**src/source/tube_pkg.sv**
```systemverilog
package tube_pkg;

    // segments g..a, active low, g in bit 6
    typedef logic [6:0] seg_code_t;

    localparam seg_code_t seg_blank = 7'b111_1111; // dark tube

    localparam logic [7:0] enable_none = 8'b1111_1111; // no position selected

    // scan position 0..7, position 0 is the leftmost tube
    typedef logic [2:0] scan_pos_t;

    function automatic seg_code_t digit_to_seg(input logic [3:0] digit);
        seg_code_t code;
        case (digit)
            4'd0:    code = 7'b100_0000;
            4'd1:    code = 7'b111_1001;
            4'd2:    code = 7'b010_0100;
            4'd3:    code = 7'b011_0000;
            4'd4:    code = 7'b001_1001;
            4'd5:    code = 7'b001_0010;
            4'd6:    code = 7'b000_0010;
            4'd7:    code = 7'b111_1000;
            4'd8:    code = 7'b000_0000;
            4'd9:    code = 7'b001_0000;
            default: code = seg_blank; // not a decimal digit
        endcase
        return code;
    endfunction

endpackage

```
**src/source/display_pkg.sv**
```systemverilog
package display_pkg;

    // input value width, enough for 99_999_999 and a little more
    localparam int value_width = 27;

    // tube positions on the board
    localparam int digit_count = 8;

    // one bcd digit
    typedef logic [3:0] digit_t;

    // index 7 is the most significant digit, shown on the leftmost tube
    typedef digit_t [digit_count-1:0] digit_vec_t;

    // how the value is rendered on the tubes
    typedef enum logic {
        mode_decimal = 1'b0, // value mod 10^8 with leading-zero blanking
        mode_binary  = 1'b1  // low eight bits as 0 and 1
    } display_mode_e;

endpackage
```
**src/source/display_if.sv**
```systemverilog
`timescale 1ns/1ps

// request from the intake FIFO to the converter
interface display_req_if #(
    parameter int val_w = display_pkg::value_width
);
    import display_pkg::*;

    logic [val_w-1:0] value;
    display_mode_e    mode;
    logic             valid;
    logic             ready;

    modport source (
        output value,
        output mode,
        output valid,
        input  ready
    );

    modport sink (
        input  value,
        input  mode,
        input  valid,
        output ready
    );

endinterface

// converted digits from the converter to the scan driver
interface digit_bus_if;
    import display_pkg::*;

    digit_vec_t    digits;
    display_mode_e mode;
    logic          valid;
    logic          ready; // only high at scan position 7

    modport source (
        output digits,
        output mode,
        output valid,
        input  ready
    );

    modport sink (
        input  digits,
        input  mode,
        input  valid,
        output ready
    );

endinterface

```
**src/source/display_top.sv**
```systemverilog
`timescale 1ns/1ps

module display_top #(
    parameter int val_w = display_pkg::value_width
) (
    input  logic                       clk_tube,
    input  logic                       rst_n,
    input  logic [val_w-1:0]           in_value,
    input  display_pkg::display_mode_e in_mode,
    input  logic                       in_valid,
    output logic                       in_ready,
    input  logic                       display_on,  // from hazard logic
    output tube_pkg::seg_code_t        seg_tube,
    output logic [7:0]                 seg_enable
);

    display_req_if #(.val_w(val_w)) req_bus ();
    digit_bus_if                    dig_bus ();

    value_intake #(
        .val_w(val_w)
    ) u_intake (
        .clk_tube (clk_tube),
        .rst_n    (rst_n),
        .in_value (in_value),
        .in_mode  (in_mode),
        .in_valid (in_valid),
        .in_ready (in_ready),
        .req      (req_bus.source)
    );

    bcd_converter #(
        .val_w(val_w)
    ) u_conv (
        .clk_tube (clk_tube),
        .rst_n    (rst_n),
        .req      (req_bus.sink),
        .dig      (dig_bus.source)
    );

    seven_seg_scan u_scan (
        .clk_tube   (clk_tube),
        .rst_n      (rst_n),
        .dig        (dig_bus.sink),
        .display_on (display_on),
        .seg_tube   (seg_tube),
        .seg_enable (seg_enable)
    );

endmodule

```
**src/source/seven_seg_scan.sv**
```systemverilog
`timescale 1ns/1ps

module seven_seg_scan (
    input  logic                clk_tube,
    input  logic                rst_n,
    digit_bus_if.sink           dig,
    input  logic                display_on,
    output tube_pkg::seg_code_t seg_tube,
    output logic [7:0]          seg_enable
);
    import display_pkg::*;
    import tube_pkg::*;

    scan_pos_t     pos;
    digit_vec_t    frame_digits;
    display_mode_e frame_mode;
    logic          frame_valid;  // nothing to show until the first frame lands
    logic          lz_q;         // still inside the leading zeros
    digit_t        cur_digit;
    logic          lead_in;
    logic          is_lead_zero;
    logic          blank_pos;
    logic          take;

    // new digits only at the last position, so each frame starts clean
    assign dig.ready = (pos == 3'd7);
    assign take      = dig.valid && dig.ready;

    always_comb begin
        cur_digit    = frame_digits[3'd7 - pos];
        lead_in      = (pos == 3'd0) ? 1'b1 : lz_q;
        is_lead_zero = lead_in && (cur_digit == 4'd0);
        blank_pos    = !display_on || !frame_valid ||
                       (frame_mode == mode_decimal && is_lead_zero && pos != 3'd7);
    end

    always_ff @(posedge clk_tube or negedge rst_n) begin
        if (!rst_n) begin
            pos          <= '0;
            lz_q         <= 1'b1;
            frame_digits <= '0;
            frame_mode   <= mode_decimal;
            frame_valid  <= 1'b0;
        end else begin
            pos  <= pos + 3'd1; // free running, wraps 7 -> 0
            lz_q <= is_lead_zero;
            if (take) begin
                frame_digits <= dig.digits;
                frame_mode   <= dig.mode;
                frame_valid  <= 1'b1;
            end
        end
    end

    // registered drive for the position just scanned
    always_ff @(posedge clk_tube or negedge rst_n) begin
        if (!rst_n) begin
            seg_enable <= enable_none;
            seg_tube   <= seg_blank;
        end else if (blank_pos) begin
            seg_enable <= enable_none;
            seg_tube   <= seg_blank;
        end else begin
            seg_enable <= ~(8'h01 << (3'd7 - pos));
            seg_tube   <= digit_to_seg(cur_digit);
        end
    end

    // never more than one tube lit
    one_tube_a: assert property (@(posedge clk_tube) disable iff (!rst_n)
        $onehot0(~seg_enable))
        else $error("bad tube enable pattern %b", seg_enable);

endmodule

```
**src/source/bcd_converter.sv**
```systemverilog
`timescale 1ns/1ps

module bcd_converter #(
    parameter int val_w = display_pkg::value_width
) (
    input  logic        clk_tube,
    input  logic        rst_n,
    display_req_if.sink req,
    digit_bus_if.source dig
);
    import display_pkg::*;

    typedef enum logic [1:0] {
        conv_idle,
        conv_shift,
        conv_hold
    } conv_state_e;

    localparam int bcd_digits = digit_count + 1; // spare top digit, dropped for mod 10^8
    localparam int step_w     = $clog2(val_w + 1);

    conv_state_e             state;
    logic [step_w-1:0]       steps_left;
    logic [val_w-1:0]        shift_val;
    display_mode_e           mode_q;
    logic [4*bcd_digits-1:0] bcd;
    logic [4*bcd_digits-1:0] bcd_adj;  // digits after the add-3 correction
    logic [4*bcd_digits-1:0] bin_load; // bit i of the value as digit i

    always_comb begin
        bcd_adj  = bcd;
        bin_load = '0;
        for (int i = 0; i < bcd_digits; i++) begin
            if (bcd[4*i +: 4] > 4'd4) begin
                bcd_adj[4*i +: 4] = bcd[4*i +: 4] + 4'd3;
            end
        end
        for (int i = 0; i < digit_count; i++) begin
            bin_load[4*i] = shift_val[i];
        end
    end

    always_ff @(posedge clk_tube or negedge rst_n) begin
        if (!rst_n) begin
            state      <= conv_idle;
            steps_left <= '0;
        end else begin
            case (state)
                conv_idle: begin
                    if (req.valid) begin
                        state      <= conv_shift;
                        steps_left <= step_w'(val_w);
                    end
                end
                conv_shift: begin
                    steps_left <= steps_left - 1'b1;
                    if (mode_q == mode_binary || steps_left == step_w'(1)) begin
                        state <= conv_hold;
                    end
                end
                conv_hold: begin
                    if (dig.ready) state <= conv_idle;
                end
                default: state <= conv_idle;
            endcase
        end
    end

    always_ff @(posedge clk_tube) begin
        if (state == conv_idle && req.valid) begin
            shift_val <= req.value;
            mode_q    <= req.mode;
            bcd       <= '0;
        end else if (state == conv_shift) begin
            if (mode_q == mode_binary) begin
                bcd <= bin_load;
            end else begin
                bcd       <= {bcd_adj[4*bcd_digits-2:0], shift_val[val_w-1]}; // msb first
                shift_val <= {shift_val[val_w-2:0], 1'b0};
            end
        end
    end

    assign req.ready  = (state == conv_idle);
    assign dig.valid  = (state == conv_hold);
    assign dig.digits = bcd[4*digit_count-1:0];
    assign dig.mode   = mode_q;

    // the scanner may hold us off for most of a frame, the digits must not move
    digits_hold_a: assert property (@(posedge clk_tube) disable iff (!rst_n)
        dig.valid && !dig.ready |=> dig.valid && $stable(dig.digits) && $stable(dig.mode))
        else $error("digit bus changed while stalled");

endmodule

```
**src/source/value_intake.sv**
```systemverilog
`timescale 1ns/1ps

module value_intake #(
    parameter int val_w = display_pkg::value_width
) (
    input  logic                       clk_tube,
    input  logic                       rst_n,
    input  logic [val_w-1:0]           in_value,
    input  display_pkg::display_mode_e in_mode,
    input  logic                       in_valid,
    output logic                       in_ready,
    display_req_if.source              req
);
    import display_pkg::*;

    logic [val_w-1:0] value_mem [2];
    display_mode_e    mode_mem [2];
    logic             wr_ptr;
    logic             rd_ptr;
    logic [1:0]       count;   // entries held, 0..2
    logic             push;
    logic             pop;

    assign in_ready = (count != 2'd2);
    assign push     = in_valid && in_ready;
    assign pop      = req.valid && req.ready;

    assign req.valid = (count != 2'd0);
    assign req.value = value_mem[rd_ptr];
    assign req.mode  = mode_mem[rd_ptr];

    always_ff @(posedge clk_tube or negedge rst_n) begin
        if (!rst_n) begin
            wr_ptr <= 1'b0;
            rd_ptr <= 1'b0;
            count  <= 2'd0;
        end else begin
            if (push) wr_ptr <= ~wr_ptr;
            if (pop) rd_ptr <= ~rd_ptr;
            if (push && !pop) count <= count + 2'd1;
            else if (pop && !push) count <= count - 2'd1;
        end
    end

    always_ff @(posedge clk_tube) begin
        if (push) begin
            value_mem[wr_ptr] <= in_value;
            mode_mem[wr_ptr]  <= in_mode;
        end
    end

    // a write must never land on an entry still waiting to be read
    no_overflow_a: assert property (@(posedge clk_tube) disable iff (!rst_n)
        push |-> (count == 2'd0) || (wr_ptr != rd_ptr))
        else $error("intake FIFO written while full");

endmodule

```
**config.mk**
```make
export PLATFORM = sky130hd
export DESIGN_NAME = display_top
export DESIGN_NICKNAME = d
export VERILOG_FILES = /design/src/source/tube_pkg.sv /design/src/source/display_pkg.sv /design/src/source/display_if.sv /design/src/source/display_top.sv /design/src/source/seven_seg_scan.sv /design/src/source/bcd_converter.sv /design/src/source/value_intake.sv
export SDC_FILE = /design/constraint.sdc
export NUM_CORES = 1
export LEC_CHECK = 0
export BUFFER_PORTS_ARGS = -buffer_cell sky130_fd_sc_hd__buf_4
export CELL_PAD_IN_SITES_DETAIL_PLACEMENT = 0
export CELL_PAD_IN_SITES_GLOBAL_PLACEMENT = 2
export CORE_UTILIZATION = 31
export CTS_CLUSTER_DIAMETER = 30
export DETAILED_ROUTE_END_ITERATION = 12
export PLACE_DENSITY_LB_ADDON = 0.25
export SKIP_LAST_GASP = 1
export SYNTH_ARGS = -nofsm -noshare
export SYNTH_HDL_FRONTEND = slang
export SYNTH_HIERARCHICAL = 1
export SYNTH_SLANG_ARGS = --single-unit
```
**constraint.sdc**
```tcl
create_clock -name clk_tube -period 3.05 [get_ports clk_tube]
set_input_delay 0.61 -clock clk_tube [delete_from_list [all_inputs] [get_ports clk_tube]]
set_output_delay 0.61 -clock clk_tube [all_outputs]
set_load 0.03 [all_outputs]
```
==> run metrics, run 1 <==
# setup viols final 0; Detail Placement HPWL about 11000 µm; #FFs+latches synth 180; WP data arrival 2.99 ns; asr flop ratio synth 0.356; unrepaired setup endpoints after global routing false; global route total overflow 0; max-cap check violation count 0; # resized after CTS 0; critical path cell sequence mux4_2 -> mux2i_2 -> ha_1 -> o211a_1 -> nor2_1 -> mux2_4 -> a21oi_1; switching share of power 0.340; share of cells above drive strength 1 0.360; placed cell area 8820 µm²; most common cell after layout, fill and taps aside edfxtp_1; Placement Rows 58; status finished, final reports clean; Tmin final 2.63 ns; synthesized area 8140 µm²; GRT Total Usage 0.129; Max-slew headroom 0.444; largest net degree at the start of global routing 65; postcts setup bufs 0; Post-Place Setup Slack 0.416 ns; commonest non-fill, non-tap cells in the layout edfxtp_1, mux2_2, buf_4; P_sw 3.03 mW; Final Slew Violations 0; Skew-Pair Late Insertion Delay 0.43 ns; placed cells 937; Startpoint Class register; Max Fanout on Critical Path 9; Netlist cell types 66; CP endpoint kind register; DRC viols 0; hold_buf cts 0; multi-input logic area 3060 µm²; Inserted Diodes 0; Port Buffers 47; final RePlAce weighted congestion 0.786; reg2reg start u_scan/pos[1]; Initial Util 0.320; Die X 164 µm; Reg2Reg Depth 7; CTS tree done; I/O Pins 48; achievable frequency 380 MHz; Final period util 0.862; NumNets Final 680; Clk network pwr share 0.241; final non-filler cell total ~970; fillers between 2000 and 2500; Core Area 25500 µm²; first-pass GRT wire length 26400 µm; CP max stage cell dfrtp_1; FF-to-FF setup slack 0.42 ns; Post-synth EDFFs 84; TritonCTS buffer count 17; Crit Path Class register to register; Final TNS setup 0 ns; Syn Inst Count 573; vias in the first global route 4838; register area 4780 µm²; P per Cell Area 950 nW/µm²; r2r endpoint u_scan/seg_tube[0]; Avg Vias per Cell about 5; cell area after layout 9400 µm²; Yosys warning count 6; Hold WC Path Type input pin to async pin; clock skew 0.00952 ns; root buffer cell clkbuf_16; Synth Net Count 627; Static Leak ~3.7 nW; Fin. Hold Viols 0; Area growth, synth to finish 15.5%; measured slew at the worst slew-check pin 0.833 ns; Iter 0 DRT Violations 170; CP Data Required Time 3.41 ns; initial antenna violation count 0; routed wire length 16200 µm; die height between 150 and 200 µm; Seq/Total Area, Yosys 0.588; Logic pwr share 0.333; wire length per cell 16.7 µm; CP peak stage delay about 0.60 ns; final worst slack between 0.4 and 0.5 ns; die area 26900 µm²; Bufs on Longest Clock Path 2; Top FF cell, synth edfxtp_1; Power Internal 5.90 mW; clk slew on worst S/H paths 0.07 ns; first drt pass iteration count 4; Clock Sinks 180; Max IR drop VDD 0.000322 V; Reg power frac 0.426; CTS H-tree depth 4; Tot Pwr a little under 9 mW; Syn Area/Cell between 10 and 15 µm²; via count roughly 4800; Antenna Violating Nets Remaining 0
-- area by class of cell --
| class | instances | share of cell area |
|---|---|---|
| clock buffers | 17 | 0.0452 |
| clock inverters | 15 | 0.0164 |
| inverters | 30 | 0.0120 |
| multi-input cells | 337 | 0.326 |
| flip-flops and latches | 180 | 0.509 |
| well taps | 330 | 0.0439 |
| repair buffers | 60 | 0.0479 |
-- flip-flops by register name (all words and copies together), names as in the netlist, 2 cells and up --
signal               flops
u_conv/steps_left        5
u_scan/frame_digits     32
u_scan/pos               3
u_intake/mode_mem        2
u_scan/seg_tube          7
u_intake/value_mem      54
u_conv/bcd              32
u_conv/state             2
u_scan/seg_enable        8
u_intake/count           2
u_conv/shift_val        27
-- power groups by stage --
stage	Clock, mW	Sequential [mW]	Combinational, mW
2_1_floorplan	0	3.79	2.27
3_3_place_gp	0	3.86	2.98
3_5_place_dp	0	3.87	3.02
4_1_cts	2.22	3.83	3.03
5_1_grt	2.31	3.90	3.30
6_report	2.15	3.81	2.97
-- Yosys cell counts, drive strengths merged (8+ instances only) --
cell / instances / area, µm²
a32o: 16 / 160
nor2b: 15 / 96.3
ha: 22 / 275
o32ai: 8 / 130
o21a: 8 / 60.1
buf: 18 / 155
nor2: 11 / 41.3
mux2i: 12 / 124
dfxtp: 32 / 641
o31ai: 8 / 73.8
nor3: 10 / 55.1
dfrtp: 48 / 1200
nand2: 20 / 75.1
or3: 8 / 50.1
mux2: 90 / 1060
edfxtp: 84 / 2520
clkbuf: 8 / 30.0
o21bai: 8 / 60.1
or2: 8 / 50.1
inv: 30 / 113
dfstp: 16 / 420
o22ai: 8 / 50.1
o21ai: 26 / 130
-- critical path, delay by kind of cell, from the launching register on --
| family | cells | cell delay (ns) |
|---|---|---|
| muxes | 3 | 1.20 |
| DFF | 1 | 0.60 |
| AOI/OAI and AO/OA | 2 | 0.39 |
| adders and majority gates | 1 | 0.29 |
| and+or+nand+nor | 1 | 0.07 |
-- kinds of logic after synthesis --
kind of cell,synth area share
flops,0.588
xor+xnor,0.00538
mux,0.163
fa+ha+maj,0.0338
compound gates,0.105
buf+inv,0.0366
simple gates,0.0681
-- metal layers --
metal / share of wire / track usage / wire, µm
met5: 0 / 0 / 0
met4: 0.017 / 0.0556 / 271
met3: 0.032 / 0.0245 / 516
met2: 0.49 / 0.214 / 7850
met1: 0.47 / 0.164 / 7530
-- worst max-delay path by stage --
stage	cells past startpoint	endpoint	startpoint
2_1_floorplan	3	u_intake/mode_mem[0]	u_intake/count[0]
3_3_place_gp	7	u_scan/seg_tube[0]	u_scan/pos[1]
3_5_place_dp	7	u_scan/seg_tube[0]	u_scan/pos[1]
4_1_cts	7	u_scan/seg_tube[0]	u_scan/pos[1]
5_1_grt	7	u_scan/seg_tube[0]	u_scan/pos[1]
6_report	7	u_scan/seg_tube[0]	u_scan/pos[1]
-- metrics by stage --
step                      hold slack [ns]   util
after floorplan                     0.314      -
after global placement              0.474  0.346
after detailed placement            0.482  0.346
after CTS                           0.300  0.369
after global routing                0.329  0.369
final                               0.280  0.369
Power figures use the tool's default switching activity.
==> run 2, diff against run 1 <==
--- a/config.mk
+++ b/config.mk
@@ -6,8 +6,6 @@
 export NUM_CORES = 1
 export LEC_CHECK = 0
 export BUFFER_PORTS_ARGS = -buffer_cell sky130_fd_sc_hd__buf_4
-export CELL_PAD_IN_SITES_DETAIL_PLACEMENT = 0
-export CELL_PAD_IN_SITES_GLOBAL_PLACEMENT = 2
 export CORE_UTILIZATION = 31
 export CTS_CLUSTER_DIAMETER = 30
 export DETAILED_ROUTE_END_ITERATION = 12
==> run 2 against run 1 <==
Net effect:
- fmax is 3.2% higher
- sequential cell count stayed put
- routed wire length is 1.9% lower
- final cell count is 0.10% lower
- non-clock buffer count is 1 lower
- critical path depth stayed put
- cell area is 0.44% higher
- critical endpoint is now u_scan/seg_tube[3]
==> run metrics, run 2 (synthesis results as in run 1) <==
global route total overflow 0; Final TNS setup 0 ns; via count between 4000 and 5000; max-cap check violation count 0; Antenna Violating Nets Remaining 0; CP endpoint kind register; critical path cell sequence mux4_2 -> mux2i_2 -> ha_1 -> o211a_1 -> nor2_1 -> mux2_4 -> a21oi_1; post-layout util 0.371; Detail Placement HPWL 10700 µm; # setup viols final 0; CTS tree done; Static Leak about 3.8 nW; hold_buf cts 0; Area growth, synth to finish 16.0%; postcts setup bufs 0; Hold WC Path Type input pin to async pin; vias in the first global route 4911; die area 26900 µm²; TritonCTS buffer count 17; P per Cell Area just under 1000 nW/µm²; Bufs on Longest Clock Path 2; GRT Total Usage 0.127; max reg flops 54; die height 164 µm; Max-slew headroom 0.460; commonest non-fill, non-tap cells in the layout edfxtp_1, mux2_2, buf_4; Initial Util 0.320; routed wire length 15900 µm; status finished, final reports clean; Placement Rows 58; Tmin final 2.55 ns; Fin. Hold Viols 0; Port Buffers 47; largest net degree at the start of global routing 65; largest register by flop count u_intake/value_mem; CP Data Required Time 3.41 ns; Max IR drop VDD between 0.0004 and 0.0005 V; Power Internal 5.94 mW; final RePlAce weighted congestion 0.754; WP data arrival 2.91 ns; CP max stage cell dfrtp_1; clk slew on worst S/H paths 0.08 ns; most common cell after layout, fill and taps aside edfxtp_1; Clock Sinks 180; CP peak stage delay 0.58 ns; measured slew at the worst slew-check pin 0.811 ns; top flop regs u_intake/value_mem (54), u_conv/bcd (32), u_scan/frame_digits (32); clock skew between 0.02 and 0.025 ns; Clk network pwr share 0.252; Core Area 25500 µm²; Crit Path Class register to register; unrepaired setup endpoints after global routing false; first-pass GRT wire length 26100 µm; Skew-Pair Late Insertion Delay approximately 0.44 ns; Reg power frac 0.421; I/O Pins between 40 and 50; Final Slew Violations 0; root buffer cell clkbuf_16; share of cells above drive strength 1 0.359; Die X roughly 160 µm; first drt pass iteration count 4; initial antenna violation count 0; achievable frequency 393 MHz; # resized after CTS 0; P_sw 3.14 mW; Reg2Reg Depth 7; Avg Vias per Cell 4.89; Iter 0 DRT Violations about 270; Logic pwr share 0.327; Max Fanout on Critical Path 9; NumNets Final between 600 and 700; Startpoint Class register; Tot Pwr 9.07 mW; switching share of power 0.346; Final period util 0.835; DRC viols 0; Inserted Diodes 0; CTS H-tree depth 4; wire length per cell 16.4 µm
==> run 2: cell count changes in the layout (fill, tap and decap cells not counted), sizes merged <==
cell,before,now
buf,60,59
clkinv,6,3
inv,39,41
clkinvlp,0,1
==> run 2: through the flow <==
step	hold WS (ns)	worst slack [ns]	instance area (µm²)	instances
2_1_floorplan	0.314	0.556	8140	573
3_3_place_gp	0.476	0.600	8820	936
3_5_place_dp	0.485	0.495	8820	936
4_1_cts	0.300	0.490	9450	968
5_1_grt	0.311	0.317	9450	968
6_report	0.268	0.503	9450	968
==> run 2: path summary, 6_finish.rpt <==
path                       slack, ns                   endpoint          startpoint
setup reg to reg                0.50         u_scan/seg_tube[3]       u_scan/pos[1]
setup / recovery                0.50         u_scan/seg_tube[3]       u_scan/pos[1]
hold / removal                  0.27              u_scan/pos[2]               rst_n
min in group clk_tube           0.34  u_intake/value_mem[1][21]        in_value[21]
hold reg to reg                 0.51         u_scan/frame_valid  u_scan/frame_valid
max in group asynchronous       2.25          u_intake/count[1]               rst_n
==> run 2: critical path, delay by kind of cell, from the launching register on <==
kind                       cells  cell delay, ns
muxes                          3            1.15
DFF                            1            0.58
AOI/OAI and AO/OA              2            0.39
adders and majority gates      1            0.28
and+or+nand+nor                1            0.08
==> run 2: final cells by class <==
| cell class | count | area (µm²) |
|---|---|---|
| clock buffer | 17 | 425 |
| clock inverter | 15 | 203 |
| fill | 2454 | 16000 |
| inverter | 30 | 113 |
| multi-input combinational | 337 | 3060 |
| sequential | 180 | 4780 |
| tap | 330 | 413 |
| timing repair buffer | 59 | 443 |
==> run 2: power by group through the flow <==
stage          Sequential [mW]  Combinational (mW)  Clock, mW
5_1_grt                   3.91                3.27       2.46
2_1_floorplan             3.79                2.27          0
6_report                  3.82                2.97       2.29
4_1_cts                   3.82                3.01       2.36
3_5_place_dp              3.87                2.99          0
3_3_place_gp              3.84                2.89          0
==> run 2: layer usage <==
metal  GRT usage  routed length [µm]
met1       0.163                7470
met2       0.211                7840
met4      0.0455                 162
met3      0.0278                 384
met5           0                   0
